`src/hw/adc_monitor_pkg.sv`:
```
// ADC peak monitor shared constants, command opcodes and bundled types
`default_nettype none

package adc_monitor_pkg;

    // Channel count and sample width are fixed for this design
    localparam int NUM_CH   = 4;
    localparam int ADC_BITS = 10;
    localparam int CH_BITS  = $clog2(NUM_CH);

    // One sample per channel, channel 0 in the low slice
    typedef struct packed {
        logic [NUM_CH-1:0][ADC_BITS-1:0] sample;
    } sample_frame_t;

    // Operation requested from the peak cache
    typedef enum logic [1:0] {
        op_read,
        op_clear,
        op_none
    } cmd_op_e;

    typedef struct packed {
        cmd_op_e              op;
        logic [CH_BITS-1:0]   channel;
    } cache_req_t;

    // ASCII command and reply codes
    localparam logic [7:0] reply_ok       = 8'h4B;  // 'K'
    localparam logic [7:0] reply_bad      = 8'h3F;  // '?'
    localparam logic [7:0] cmd_clear_char = 8'h43;  // 'C'
    localparam logic [7:0] cmd_ch_base    = 8'h31;  // '1'

endpackage

`default_nettype wire
```
`src/hw/adc_monitor_top.sv`:
```
// Four-channel ADC peak monitor with a UART command port
`timescale 1ns/1ps
`default_nettype none

module adc_monitor_top #(
    parameter int CLKS_PER_BIT = 16,
    parameter int SCLK_DIV     = 4
) (
    input  wire logic                                clk,
    input  wire logic                                reset_b,
    input  wire logic [adc_monitor_pkg::NUM_CH-1:0]  miso,
    output logic                                     sclk,
    output logic                                     cs_n,
    input  wire logic                                rxd,
    output logic                                     txd
);

    logic                                  sample_valid;
    adc_monitor_pkg::sample_frame_t        frames;
    logic                                  cache_req;
    adc_monitor_pkg::cache_req_t           req;
    logic                                  cache_ack;
    logic [adc_monitor_pkg::ADC_BITS-1:0]  peak_value;
    logic                                  rx_valid;
    logic [7:0]                            rx_byte;
    logic                                  tx_req;
    logic [7:0]                            tx_byte;
    logic                                  tx_ack;

    spi_adc_master #(.SCLK_DIV(SCLK_DIV)) u_spi (
        .clk, .reset_b, .miso, .sclk, .cs_n, .sample_valid, .frames
    );

    peak_cache u_cache (
        .clk, .reset_b, .sample_valid, .frames,
        .cache_req, .req, .cache_ack, .peak_value
    );

    uart_rx #(.CLKS_PER_BIT(CLKS_PER_BIT)) u_rx (
        .clk, .reset_b, .rxd, .rx_valid, .rx_byte
    );

    uart_tx #(.CLKS_PER_BIT(CLKS_PER_BIT)) u_tx (
        .clk, .reset_b, .tx_req, .tx_byte, .tx_ack, .txd
    );

    command_ctrl u_ctrl (
        .clk, .reset_b, .rx_valid, .rx_byte,
        .cache_req, .req, .cache_ack, .peak_value,
        .tx_req, .tx_byte, .tx_ack
    );

endmodule

`default_nettype wire

```
`src/hw/command_ctrl.sv`:
```
// Command decoder sequencing cache access and reply bytes for the serial host
`timescale 1ns/1ps
`default_nettype none

module command_ctrl (
    input  wire logic                                clk,
    input  wire logic                                reset_b,
    input  wire logic                                rx_valid,
    input  wire logic [7:0]                          rx_byte,
    output logic                                     cache_req,
    output adc_monitor_pkg::cache_req_t              req,
    input  wire logic                                cache_ack,
    input  wire logic [adc_monitor_pkg::ADC_BITS-1:0] peak_value,
    output logic                                     tx_req,
    output logic [7:0]                               tx_byte,
    input  wire logic                                tx_ack
);

    typedef enum logic [2:0] {
        idle, cache_wait, cache_release, send_hi, send_lo, send_single, tx_release
    } state_t;

    state_t                                state;
    adc_monitor_pkg::cmd_op_e              rx_op;
    logic [7:0]                            ch_offset;
    logic [adc_monitor_pkg::ADC_BITS-1:0]  peak_q;
    logic [7:0]                            single_q;
    logic                                  lo_pending;

    // Digits map onto channels, anything outside the range is rejected
    assign ch_offset = rx_byte - adc_monitor_pkg::cmd_ch_base;
    always_comb begin
        if (rx_byte == adc_monitor_pkg::cmd_clear_char) rx_op = adc_monitor_pkg::op_clear;
        else if (ch_offset < adc_monitor_pkg::NUM_CH)   rx_op = adc_monitor_pkg::op_read;
        else                                            rx_op = adc_monitor_pkg::op_none;
    end

    assign cache_req = (state == cache_wait);
    assign tx_req    = (state == send_hi) || (state == send_lo) || (state == send_single);

    always_comb begin
        case (state)
            send_hi: tx_byte = 8'(peak_q[adc_monitor_pkg::ADC_BITS-1:8]);
            send_lo: tx_byte = peak_q[7:0];
            default: tx_byte = single_q;
        endcase
    end

    always_ff @(posedge clk or negedge reset_b) begin
        if (!reset_b) begin
            state      <= idle;
            req        <= '{op: adc_monitor_pkg::op_none, channel: '0};
            lo_pending <= 1'b0;
        end else begin
            case (state)
                // Strobes arriving in any other state are lost
                idle: begin
                    if (rx_valid) begin
                        req.op      <= rx_op;
                        req.channel <= ch_offset[adc_monitor_pkg::CH_BITS-1:0];
                        state <= (rx_op == adc_monitor_pkg::op_none) ? send_single : cache_wait;
                    end
                end
                cache_wait:    if (cache_ack) state <= cache_release;
                cache_release: begin
                    if (!cache_ack) begin
                        state <= (req.op == adc_monitor_pkg::op_read) ? send_hi : send_single;
                    end
                end
                send_hi: begin
                    if (tx_ack) begin
                        lo_pending <= 1'b1;
                        state      <= tx_release;
                    end
                end
                send_lo: begin
                    if (tx_ack) begin
                        lo_pending <= 1'b0;
                        state      <= tx_release;
                    end
                end
                send_single:   if (tx_ack) state <= tx_release;
                tx_release:    if (!tx_ack) state <= lo_pending ? send_lo : idle;
                default:       state <= idle;
            endcase
        end
    end

    always_ff @(posedge clk) begin
        if (state == idle && rx_valid) begin
            single_q <= (rx_op == adc_monitor_pkg::op_clear) ? adc_monitor_pkg::reply_ok
                                                             : adc_monitor_pkg::reply_bad;
        end
        if (state == cache_wait && cache_ack) begin
            peak_q <= peak_value;
        end
    end

endmodule

`default_nettype wire

```
`src/hw/uart_tx.sv`:
```
// 8N1 UART transmitter taking one byte per four-phase request
`timescale 1ns/1ps
`default_nettype none

module uart_tx #(
    parameter int CLKS_PER_BIT = 16
) (
    input  wire logic        clk,
    input  wire logic        reset_b,
    input  wire logic        tx_req,
    input  wire logic [7:0]  tx_byte,
    output logic             tx_ack,
    output logic             txd
);

    localparam int CNT_W = (CLKS_PER_BIT > 1) ? $clog2(CLKS_PER_BIT) : 1;

    typedef enum logic [1:0] {idle, sending, done} state_t;

    state_t           state;
    logic [CNT_W-1:0] clk_cnt;
    logic [3:0]       bit_idx;
    logic [8:0]       data_q;

    assign tx_ack = (state == done);

    always_ff @(posedge clk or negedge reset_b) begin
        if (!reset_b) begin
            state   <= idle;
            clk_cnt <= '0;
            bit_idx <= '0;
            txd     <= 1'b1;
        end else begin
            case (state)
                idle: begin
                    if (tx_req) begin
                        txd     <= 1'b0;
                        clk_cnt <= '0;
                        bit_idx <= '0;
                        state   <= sending;
                    end
                end
                sending: begin
                    if (clk_cnt == CNT_W'(CLKS_PER_BIT - 1)) begin
                        clk_cnt <= '0;
                        bit_idx <= bit_idx + 1'b1;
                        // Ten bit periods incl. the stop bit
                        if (bit_idx == 4'd9) state <= done;
                        else txd <= data_q[0];
                    end else begin
                        clk_cnt <= clk_cnt + 1'b1;
                    end
                end
                done: if (!tx_req) state <= idle;
                default: state <= idle;
            endcase
        end
    end

    // Data bits then the stop bit, ones fill in behind
    always_ff @(posedge clk) begin
        if (state == idle && tx_req) begin
            data_q <= {1'b1, tx_byte};
        end else if (state == sending && clk_cnt == CNT_W'(CLKS_PER_BIT - 1)) begin
            data_q <= {1'b1, data_q[8:1]};
        end
    end

endmodule

`default_nettype wire

```
`src/hw/uart_rx.sv`:
```
// 8N1 UART receiver with mid-bit sampling and a single-cycle byte strobe
`timescale 1ns/1ps
`default_nettype none

module uart_rx #(
    parameter int CLKS_PER_BIT = 16
) (
    input  wire logic        clk,
    input  wire logic        reset_b,
    input  wire logic        rxd,
    output logic             rx_valid,
    output logic [7:0]       rx_byte
);

    localparam int CNT_W = (CLKS_PER_BIT > 2) ? $clog2(CLKS_PER_BIT) : 1;

    typedef enum logic [1:0] {idle, start, data, stop} state_t;

    state_t           state;
    logic [CNT_W-1:0] clk_cnt;
    logic [2:0]       bit_idx;
    logic             rxd_meta;
    logic             rxd_sync;
    logic             rxd_prev;
    logic             bit_end;

    assign bit_end = (clk_cnt == CNT_W'(CLKS_PER_BIT - 1));

    always_ff @(posedge clk or negedge reset_b) begin
        if (!reset_b) begin
            rxd_meta <= 1'b1;
            rxd_sync <= 1'b1;
            rxd_prev <= 1'b1;
        end else begin
            rxd_meta <= rxd;
            rxd_sync <= rxd_meta;
            rxd_prev <= rxd_sync;
        end
    end

    always_ff @(posedge clk or negedge reset_b) begin
        if (!reset_b) begin
            state    <= idle;
            clk_cnt  <= '0;
            bit_idx  <= '0;
            rx_valid <= 1'b0;
        end else begin
            rx_valid <= 1'b0;
            clk_cnt  <= clk_cnt + 1'b1;
            case (state)
                idle: begin
                    clk_cnt <= '0;
                    // Falling edge only, so a held-low line is not a new start
                    if (rxd_prev && !rxd_sync) state <= start;
                end
                start: begin
                    if (clk_cnt == CNT_W'(CLKS_PER_BIT / 2 - 1)) begin
                        clk_cnt <= '0;
                        bit_idx <= '0;
                        state   <= rxd_sync ? idle : data;
                    end
                end
                data: begin
                    if (bit_end) begin
                        clk_cnt <= '0;
                        bit_idx <= bit_idx + 1'b1;
                        if (bit_idx == 3'd7) state <= stop;
                    end
                end
                stop: begin
                    if (bit_end) begin
                        // Bad stop bit drops the byte silently
                        rx_valid <= rxd_sync;
                        state    <= idle;
                    end
                end
                default: state <= idle;
            endcase
        end
    end

    // LSB arrives first
    always_ff @(posedge clk) begin
        if (state == data && bit_end) begin
            rx_byte <= {rxd_sync, rx_byte[7:1]};
        end
    end

endmodule

`default_nettype wire

```
`src/hw/peak_cache.sv`:
```
// Per-channel running maximum with read and clear served over a four-phase handshake
`timescale 1ns/1ps
`default_nettype none

module peak_cache (
    input  wire logic                                   clk,
    input  wire logic                                   reset_b,
    input  wire logic                                   sample_valid,
    input  wire adc_monitor_pkg::sample_frame_t         frames,
    input  wire logic                                   cache_req,
    input  wire adc_monitor_pkg::cache_req_t            req,
    output logic                                        cache_ack,
    output logic [adc_monitor_pkg::ADC_BITS-1:0]        peak_value
);

    typedef enum logic {waiting, acking} state_t;

    state_t                                                            state;
    logic [adc_monitor_pkg::NUM_CH-1:0][adc_monitor_pkg::ADC_BITS-1:0] peaks;
    logic                                                              take_req;
    logic                                                              clear_now;

    // New request only counts while the previous ack is down
    assign take_req  = (state == waiting) && cache_req;
    assign clear_now = take_req && (req.op == adc_monitor_pkg::op_clear);
    assign cache_ack = (state == acking);

    always_ff @(posedge clk or negedge reset_b) begin
        if (!reset_b) begin
            state <= waiting;
        end else begin
            case (state)
                waiting: if (cache_req) state <= acking;
                acking:  if (!cache_req) state <= waiting;
                default: state <= waiting;
            endcase
        end
    end

    // Clear has priority over a frame arriving in the same cycle
    always_ff @(posedge clk or negedge reset_b) begin
        if (!reset_b) begin
            peaks <= '0;
        end else if (clear_now) begin
            peaks <= '0;
        end else if (sample_valid) begin
            for (int ch = 0; ch < adc_monitor_pkg::NUM_CH; ch++) begin
                if (frames.sample[ch] > peaks[ch]) begin
                    peaks[ch] <= frames.sample[ch];
                end
            end
        end
    end

    always_ff @(posedge clk) begin
        if (take_req) begin
            peak_value <= (req.op == adc_monitor_pkg::op_read) ? peaks[req.channel] : '0;
        end
    end

endmodule

`default_nettype wire

```
`src/hw/spi_adc_master.sv`:
```
// SPI master reading all ADC channels in parallel on a shared serial clock and chip select
`timescale 1ns/1ps
`default_nettype none

module spi_adc_master #(
    parameter int SCLK_DIV = 4
) (
    input  wire logic                                 clk,
    input  wire logic                                 reset_b,
    input  wire logic [adc_monitor_pkg::NUM_CH-1:0]   miso,
    output logic                                      sclk,
    output logic                                      cs_n,
    output logic                                      sample_valid,
    output adc_monitor_pkg::sample_frame_t            frames
);

    localparam int DIV_W      = (SCLK_DIV > 1) ? $clog2(SCLK_DIV) : 1;
    localparam int BIT_W      = $clog2(adc_monitor_pkg::ADC_BITS);
    // Chip select high time, counted in sclk half periods
    localparam int GAP_HALVES = 4;

    typedef enum logic {idle_gap, shifting} state_t;

    state_t                                                        state;
    logic [DIV_W-1:0]                                              div_cnt;
    logic [BIT_W-1:0]                                              bit_cnt;
    logic                                                          tick;
    logic                                                          frame_done;
    logic [adc_monitor_pkg::NUM_CH-1:0][adc_monitor_pkg::ADC_BITS-1:0] shift_q;

    // One tick per sclk half period
    assign tick = (div_cnt == DIV_W'(SCLK_DIV - 1));

    always_ff @(posedge clk or negedge reset_b) begin
        if (!reset_b) begin
            state      <= idle_gap;
            div_cnt    <= '0;
            bit_cnt    <= '0;
            sclk       <= 1'b0;
            cs_n       <= 1'b1;
            frame_done <= 1'b0;
        end else begin
            frame_done <= 1'b0;
            if (tick) begin
                div_cnt <= '0;
                case (state)
                    idle_gap: begin
                        // Bit counter doubles as the gap counter here
                        if (bit_cnt == BIT_W'(GAP_HALVES - 1)) begin
                            bit_cnt <= '0;
                            cs_n    <= 1'b0;
                            state   <= shifting;
                        end else begin
                            bit_cnt <= bit_cnt + 1'b1;
                        end
                    end
                    shifting: begin
                        sclk <= ~sclk;
                        if (!sclk) begin
                            // Rising edge, last bit closes the frame
                            frame_done <= (bit_cnt == BIT_W'(adc_monitor_pkg::ADC_BITS - 1));
                        end else if (bit_cnt == BIT_W'(adc_monitor_pkg::ADC_BITS - 1)) begin
                            bit_cnt <= '0;
                            cs_n    <= 1'b1;
                            state   <= idle_gap;
                        end else begin
                            bit_cnt <= bit_cnt + 1'b1;
                        end
                    end
                    default: state <= idle_gap;
                endcase
            end else begin
                div_cnt <= div_cnt + 1'b1;
            end
        end
    end

    // Sample MISO where sclk goes high, MSB first
    always_ff @(posedge clk) begin
        if (state == shifting && tick && !sclk) begin
            for (int ch = 0; ch < adc_monitor_pkg::NUM_CH; ch++) begin
                shift_q[ch] <= {shift_q[ch][adc_monitor_pkg::ADC_BITS-2:0], miso[ch]};
            end
        end
        if (frame_done) begin
            frames.sample <= shift_q;
        end
    end

    always_ff @(posedge clk or negedge reset_b) begin
        if (!reset_b) begin
            sample_valid <= 1'b0;
        end else begin
            sample_valid <= frame_done;
        end
    end

endmodule

`default_nettype wire

```
`config.mk`:
```
export PLATFORM = sky130hd
export DESIGN_NAME = adc_monitor_top
export DESIGN_NICKNAME = d
export VERILOG_FILES = /design/src/hw/adc_monitor_pkg.sv /design/src/hw/adc_monitor_top.sv /design/src/hw/command_ctrl.sv /design/src/hw/uart_tx.sv /design/src/hw/uart_rx.sv /design/src/hw/peak_cache.sv /design/src/hw/spi_adc_master.sv
export SDC_FILE = /design/constraint.sdc
export NUM_CORES = 1
export LEC_CHECK = 0
export ABC_AREA = 1
export BUFFER_PORTS_ARGS = -buffer_cell sky130_fd_sc_hd__buf_2
export CORE_ASPECT_RATIO = 1.4
export CORE_MARGIN = 2
export CORE_UTILIZATION = 45
export CTS_CLUSTER_SIZE = 8
export DETAILED_ROUTE_END_ITERATION = 8
export GPL_TIMING_DRIVEN = 0
export PLACE_DENSITY = 0.61
export RECOVER_POWER = 50
export SLEW_MARGIN = 20
export SYNTH_ARGS = -nofsm -noshare
export SYNTH_HDL_FRONTEND = slang
export SYNTH_HIERARCHICAL = 1
export SYNTH_SLANG_ARGS = --single-unit
export TNS_END_PERCENT = 5
```
`constraint.sdc`:
```
create_clock -name clk -period 5.2 [get_ports clk]
set_input_delay 0.26 -clock clk [delete_from_list [all_inputs] [get_ports clk]]
set_output_delay 0.26 -clock clk [all_outputs]
set_load 0.02 [all_outputs]
```
# [Yosys cells after proc, flatten, opt, wreduce, memory -nomap -nowiden]
# Cells that the tools add are included.
[word_totals] reg_bits=208 input_bits=7
[op_classes] addsub=7 n_lt_le_gt_ge=6 n_eq_ne=43 n_mux=72 bitwise=3 n_reduce_logical=44
[ops] operator="40-bit 2-to-1 mux" n=2
[ops] operator="10-bit 2-to-1 mux" n=5
[ops] operator="10-bit > comparator" n=4
[ops] operator="4-bit 2-to-1 mux" n=8
[ops] operator="3-bit 2-to-1 mux" n=10
[ops] operator="2-bit 2-to-1 mux" n=13
[ops] operator="2-bit by 1-bit inequality test with 1-bit output (second input constant)" n=12
[ops] operator="4-bit case mux with 2 select lines" n=3
[ops] operator="10-bit binary-select mux with 2-bit select" n=1
[ops] operator="2-bit nonzero test" n=9
[ops] operator="1-bit 2-to-1 mux" n=17
[ops] operator="4-bit by 1-bit adder with 4-bit output (second input constant)" n=4
[ops] operator="4-bit equality test (second input constant)" n=4
[ops] operator="8-bit 2-to-1 mux" n=2
[ops] operator="2-bit inequality test (second input constant)" n=8
[ops] operator="8-bit case mux with 2 select lines" n=1
[ops] operator="2-bit AND reduction" n=8
[ops] operator="3-bit case mux with 5 select lines" n=1
[ops] operator="3-bit equality test (second input constant)" n=4
[ops] operator="4-bit case mux with 3 select lines" n=1
[ops] operator="4-bit AND reduction" n=3
[ops] operator="2-bit equality test (second input constant)" n=5
[ops] operator="1-bit logical AND" n=10
[ops] operator="5-bit AND reduction" n=2
[ops] operator="23 further kinds" n=38

# [Logic depth before layout (Yosys ltp)]
[depth] ltp_word=8 ltp_mapped=11 ltp_nobuf=11

# [By module]
# Netlist, hierarchy kept.
[by_module_without_submodules] mod="peak_cache" n_inst=1 cells_each=464 area_per_inst_um2=3688.5 seq_area_each_um2=1326.3
[by_module_without_submodules] mod="spi_adc_master" n_inst=1 cells_each=139 area_per_inst_um2=2924.1 seq_area_each_um2=2678.8
[by_module_without_submodules] mod="command_ctrl" n_inst=1 cells_each=125 area_per_inst_um2=1063.5 seq_area_each_um2=561.8
[by_module_without_submodules] mod="uart_tx" n_inst=1 cells_each=109 area_per_inst_um2=998.5 seq_area_each_um2=516.7
[by_module_without_submodules] mod="uart_rx" n_inst=1 cells_each=70 area_per_inst_um2=847.1 seq_area_each_um2=569.3

# [Worst setup path after synthesis]
# OpenSTA, ideal clock, no wires.
[synth_timing] kind="register -> register" from="register u_spi.div_cnt[0]" to="register u_spi/shift_q[0] (netlist name) (enable)" setup_time_ns=0.437 arrival_time_ns=2.423 slack_ns=2.340 stages_incl_launch_ff=4 path_cell_list="dfrtp_1 ha_1 nand2_1 nor2_1"
[synth_between] elab_chain_len=3
[synth_rtl] element="start, declared" line="spi_adc_master.sv:25" text="logic [DIV_W-1:0] div_cnt;"
[synth_rtl] element="start signal, assigned" line="spi_adc_master.sv:73" text="div_cnt <= div_cnt + 1'b1;"
[synth_rtl] element="2-bit equality test" line="spi_adc_master.sv:32" text="assign tick = (div_cnt == DIV_W'(SCLK_DIV - 1));"
[synth_rtl] element="1-bit logical AND (2 in series)" line="spi_adc_master.sv:80" text="if (state == shifting && tick && !sclk) begin"
[synth_rtl] element="end signal, assigned by index" line="spi_adc_master.sv:82" text="shift_q[ch] <= {shift_q[ch][adc_monitor_pkg::ADC_BITS-2:0], miso[ch]};"
[synth_rtl] element="end, declared" line="spi_adc_master.sv:29" text="logic [adc_monitor_pkg::NUM_CH-1:0][adc_monitor_pkg::ADC_BITS-1:0] shift_q;"
# Every way passes these cells.
# A chain may end at the register's enable or synchronous reset.

# [Worst setup path after layout]
[layout_timing] from="register u_ctrl.state[1]" to="register u_cache/peaks[26] (netlist name)"
[layout_between] elab_chain_len=5
[layout_rtl] element="start, declared" line="command_ctrl.sv:23" text="state_t state;"
[layout_rtl] element="start signal, assigned" line="command_ctrl.sv:51" text="state <= idle;"
[layout_rtl] element="start signal, assigned" line="command_ctrl.sv:61" text="state <= (rx_op == adc_monitor_pkg::op_none) ? send_single : cache_wait;"
[layout_rtl] element="start signal, assigned" line="command_ctrl.sv:64" text="cache_wait: if (cache_ack) state <= cache_release;"
[layout_rtl] element="3-bit by 1-bit equality test with 1-bit output *" line="command_ctrl.sv:38" text="assign cache_req = (state == cache_wait);"
[layout_rtl] element="net cache_req" line="adc_monitor_top.sv:20" text="logic cache_req;"
[layout_rtl] element="1-bit logical AND *" line="peak_cache.sv:24" text="assign take_req = (state == waiting) && cache_req;"
[layout_rtl] element="net u_cache.take_req" line="peak_cache.sv:20" text="logic take_req;"
[layout_rtl] element="1-bit logical AND *" line="peak_cache.sv:25" text="assign clear_now = take_req && (req.op == adc_monitor_pkg::op_clear);"
[layout_rtl] element="2-bit nonzero test (no source line)"
[layout_rtl] element="2-bit AND reduction (no source line)"
[layout_rtl] element="end signal, assigned by index" line="peak_cache.sv:49" text="peaks[ch] <= frames.sample[ch];"
[layout_rtl] element="end, declared" line="peak_cache.sv:19" text="logic [adc_monitor_pkg::NUM_CH-1:0][adc_monitor_pkg::ADC_BITS-1:0] peaks;"
# The timed path passes the listed nets; every way through them passes the cells marked *.

==> impl_metrics.yaml <==
critical_path:
  timing.setup.critical_path_class: "reg -> reg"
  cp_startpoint_kind: "flop"
  critPathCaptureType: "flop"
  required_ps: 5610
  critical_path.max_fanout: 11
  timing.critical_path.arrival_ps: 2700
clock_tree:
  clk_transition_reported_paths_ps: 60
  cts_buffer_depth: 3
  clockRootBuffer: "clkbuf_16"
  cts_sinks: 202
  cts_tree: "done"
  cts.htree.levels: 1
  postCtsResizedCells: 0
  tritoncts.num_buffers: 29
  clk-insertion-delay-late_ps: 520
  post_cts.repair.setup_buffers: 0
sta:
  unrepaired_setup_endpoints_after_global_routing: "no"
  timing_worst_slew_pin_value_ps: 1840
  clock.fmax_mhz: 435
  relSlewSlack_pct: -22.9
  setup-tns-final_ps: 0
  layout_setup_ws_ps: 2900
  finalWorstPathRequiredPeriod_ps: 2300
  setup-violations-final: 0
  layout_worst_path_cycle_share_pct: 44.2
  finalClockSkew_ps: 14.0
  report.final.hold_viol_count: 0
  slew_viol_final: 64
logic_synthesis:
  async_flop_share_pct: 41.6
  synth_enable_flop_cells: 118
  synth.top_cell.area_share_pct: 37.2
  syn-cell-area_um2: 9520
  synth_cell_types: 41
  postSynthCellCount: 907
  yosys_warnings: 6
  ys_dominant_reg_cell: "edfxtp_1"
  top_cell_type_by_total_area_after_synthesis: "edfxtp_1"
  synth.yosys.seq_area_share_pct: 59.4
  synth.net_count: 965
  synth_area_per_cell_um2: 10.5
  synth.top_cells.by_area: "edfxtp_1 37%, dfrtp_1 20%, nand2_1 8.1%, ha_1 6.7%, inv_1 4.2%"
  register_bit_count_reported_by_yosys: 202
global_route:
  globalRouteMet2Util_pct: 29.1
  antenna_found_initial: 0
  global_route.usage.met3_pct: 2.21
  grt_first_pass_wirelength_um: 29300
  grt-ovfl-total: 0
  use_met1_pct: 20.0
  globalRoute.busiestLayer: "met2"
  grt_max_degree: 54
  first_global_vias: 5951
  globalRouteTotalUtil_pct: 16.1
floorplanning:
  die_height_um: 176
  die_width_um: 127
  rows: 63
  initial_core_util_pct: 45.4
  die_outline_area_um2: 22400
  placeableCoreArea_um2: 21000
  i_o_pin_cnt: 10
outcome:
  failed_checks: "capacitance limit, slew limit"
  run_status: "finished, violations left"
cells_and_area:
  antenna_cells: 0
  mostFrequentLayoutCell: "nand2_1"
  finalInstanceArea_um2: 10800
  post_route_cells_drive_above_1_share_pct: 14.4
  top_library_cells_by_usage_in_the_layout_fill_and_taps_aside: "205 x nand2_1, 118 x edfxtp_1, 107 x inv_1"
  fillerInstances: 1905
  layout.cells.non_filler: 1238
  number_of_nets_in_the_layout: 1014
  final_core_util_pct: 51.6
  flow.area_growth_from_synthesis_pct: 13.7
power_and_ir_drop:
  cellLeakagePower_nw: 4.66
  vdd_drop_max_mv: 0.262
  power_per_cell_area_nw_per_um2: 379
route:
  final_antenna_net_count: 0
  detail_route.wirelength_um: 17500
  number_of_detailed_route_iterations_in_the_first_pass: 4
  route.detailed.drc: 0
  wl_per_cell_um: 14.1
  drt-vias-per-instance: 5.01
  route.vias.total: 6200
  detailedRoute.firstIterationViolations: 323
placement:
  dp.final_hpwl_um: 12300
  routabilityCongestion: 0.861
  post-place-ws_ps: 3030
  placement.cell_area_um2: 9970
  placed_cells: 1179
  io_buffer_count: 9
worst_hold_path:
  hp-class: "reg -> reg"
flow_run:
  drv_cap: 2
## synth_stat cells, types with 2 or more instances
| cell | number |
|---|---|
| a21oi_1 | 38 |
| a21oi_2 | 3 |
| buf_2 | 11 |
| buf_6 | 8 |
| clkbuf_1 | 4 |
| dfrtp_1 | 78 |
| dfstp_2 | 6 |
| edfxtp_1 | 118 |
| ha_1 | 51 |
| inv_1 | 107 |
| inv_2 | 12 |
| nand2_1 | 205 |
| nand2_2 | 16 |
| nand2_4 | 5 |
| nand3_1 | 66 |
| nand3_2 | 10 |
| nand3_4 | 2 |
| nand3b_1 | 5 |
| nand4_1 | 43 |
| nor2_1 | 40 |
| nor2_2 | 8 |
| nor2_4 | 12 |
| o21a_1 | 2 |
| o21ai_0 | 25 |
| o21ai_1 | 11 |
| o21ai_2 | 2 |
| o21bai_2 | 2 |
| o22ai_1 | 2 |
| or2_1 | 2 |
| xor2_1 | 2 |
## logic make-up after synthesis
group	Yosys count	share of synthesized area (%)
and+or+nand+nor	417	21.7
xor gates and xnor gates	3	0.276
DFF	202	59.4
AOI/OAI and AO/OA	89	5.34
adders and majority gates	51	6.70
buffers and inverters	145	6.65
## sequential cells by signal (all words and copies together), names as in the netlist, 2 cells and up, named ones only
register            count
u_tx/bit_idx            4
u_ctrl/single_q         2
u_spi/frames           40
u_spi/bit_cnt           4
u_tx/data_q             8
u_rx/clk_cnt            4
u_tx/clk_cnt            4
u_ctrl/peak_q          10
u_rx/bit_idx            3
u_spi/div_cnt           2
u_cache/peak_value     10
u_ctrl/req              4
u_ctrl/state            3
u_cache/peaks          40
u_spi/shift_q          40
u_tx/state              2
u_rx/rx_byte            8
## routing by layer
layer  part of all wire (%)  vias up  wire, µm
li1                       -     3163         -
met5                      0        -         0
met1                     44     2936      7650
met4                    1.7        0       291
met2                     52       80      9050
met3                    3.0       21       517
## through the flow
stage | power (mW) | hold WS, ps
2_1_floorplan | 2.33 | -35.6
3_3_place_gp | 2.43 | 356
3_5_place_dp | 2.45 | 237
4_1_cts | 4.16 | 227
5_1_grt | 4.32 | 370
6_report | 4.10 | 365
## final timing paths
check / startpoint / slack, ps / endpoint / cells past startpoint
worst min-delay path: u_rx/rxd_meta / 370 / u_rx/rxd_sync / 0
worst max register to register: u_ctrl/state[1] / 2900 / u_cache/peaks[26] / 10
max in group asynchronous: reset_b / 3350 / u_spi/state / 2
worst max-delay path: u_ctrl/state[1] / 2900 / u_cache/peaks[26] / 10
min in group asynchronous: reset_b / 770 / u_rx/clk_cnt[3] / 2
worst min register to register: u_rx/rxd_meta / 370 / u_rx/rxd_sync / 0
## what timing repair did
action / CTS / global route
setup endpoints to repair: 0 / 0
hold buffers: 6 / 0
hold endpoints to repair: 32 / 0
## cell type report
| class | count | area (µm²) | share of cell area, % |
|---|---|---|---|
| plain buffers | 25 | 183 | 1.69 |
| clock buffers | 52 | 812 | 7.50 |
| clock inverters | 1 | 8.76 | 0.0809 |
| inverters | 120 | 450 | 4.16 |
| multi-input cells | 560 | 3240 | 29.9 |
| flip-flops and latches | 202 | 5650 | 52.2 |
| well taps | 260 | 325 | 3.00 |
| repair buffers | 18 | 155 | 1.43 |
## worst max-delay path: stages, from the launching register on
cell and delay, ps:
dfrtp_1 480, nor2_1 270, nand2_1 150, inv_1 90, inv_1 50, nor2_2 390
nand3b_1 130, buf_2 190, buf_2 220, nand4_1 130, nand2_1 60
## power breakdown
group	internal, mW	switching (mW)
Sequential	1.82	0.0826
Combinational	0.186	0.336
Clock	1.04	0.644
Total	3.04	1.06
No activity file was read; power rests on OpenSTA's default activity.
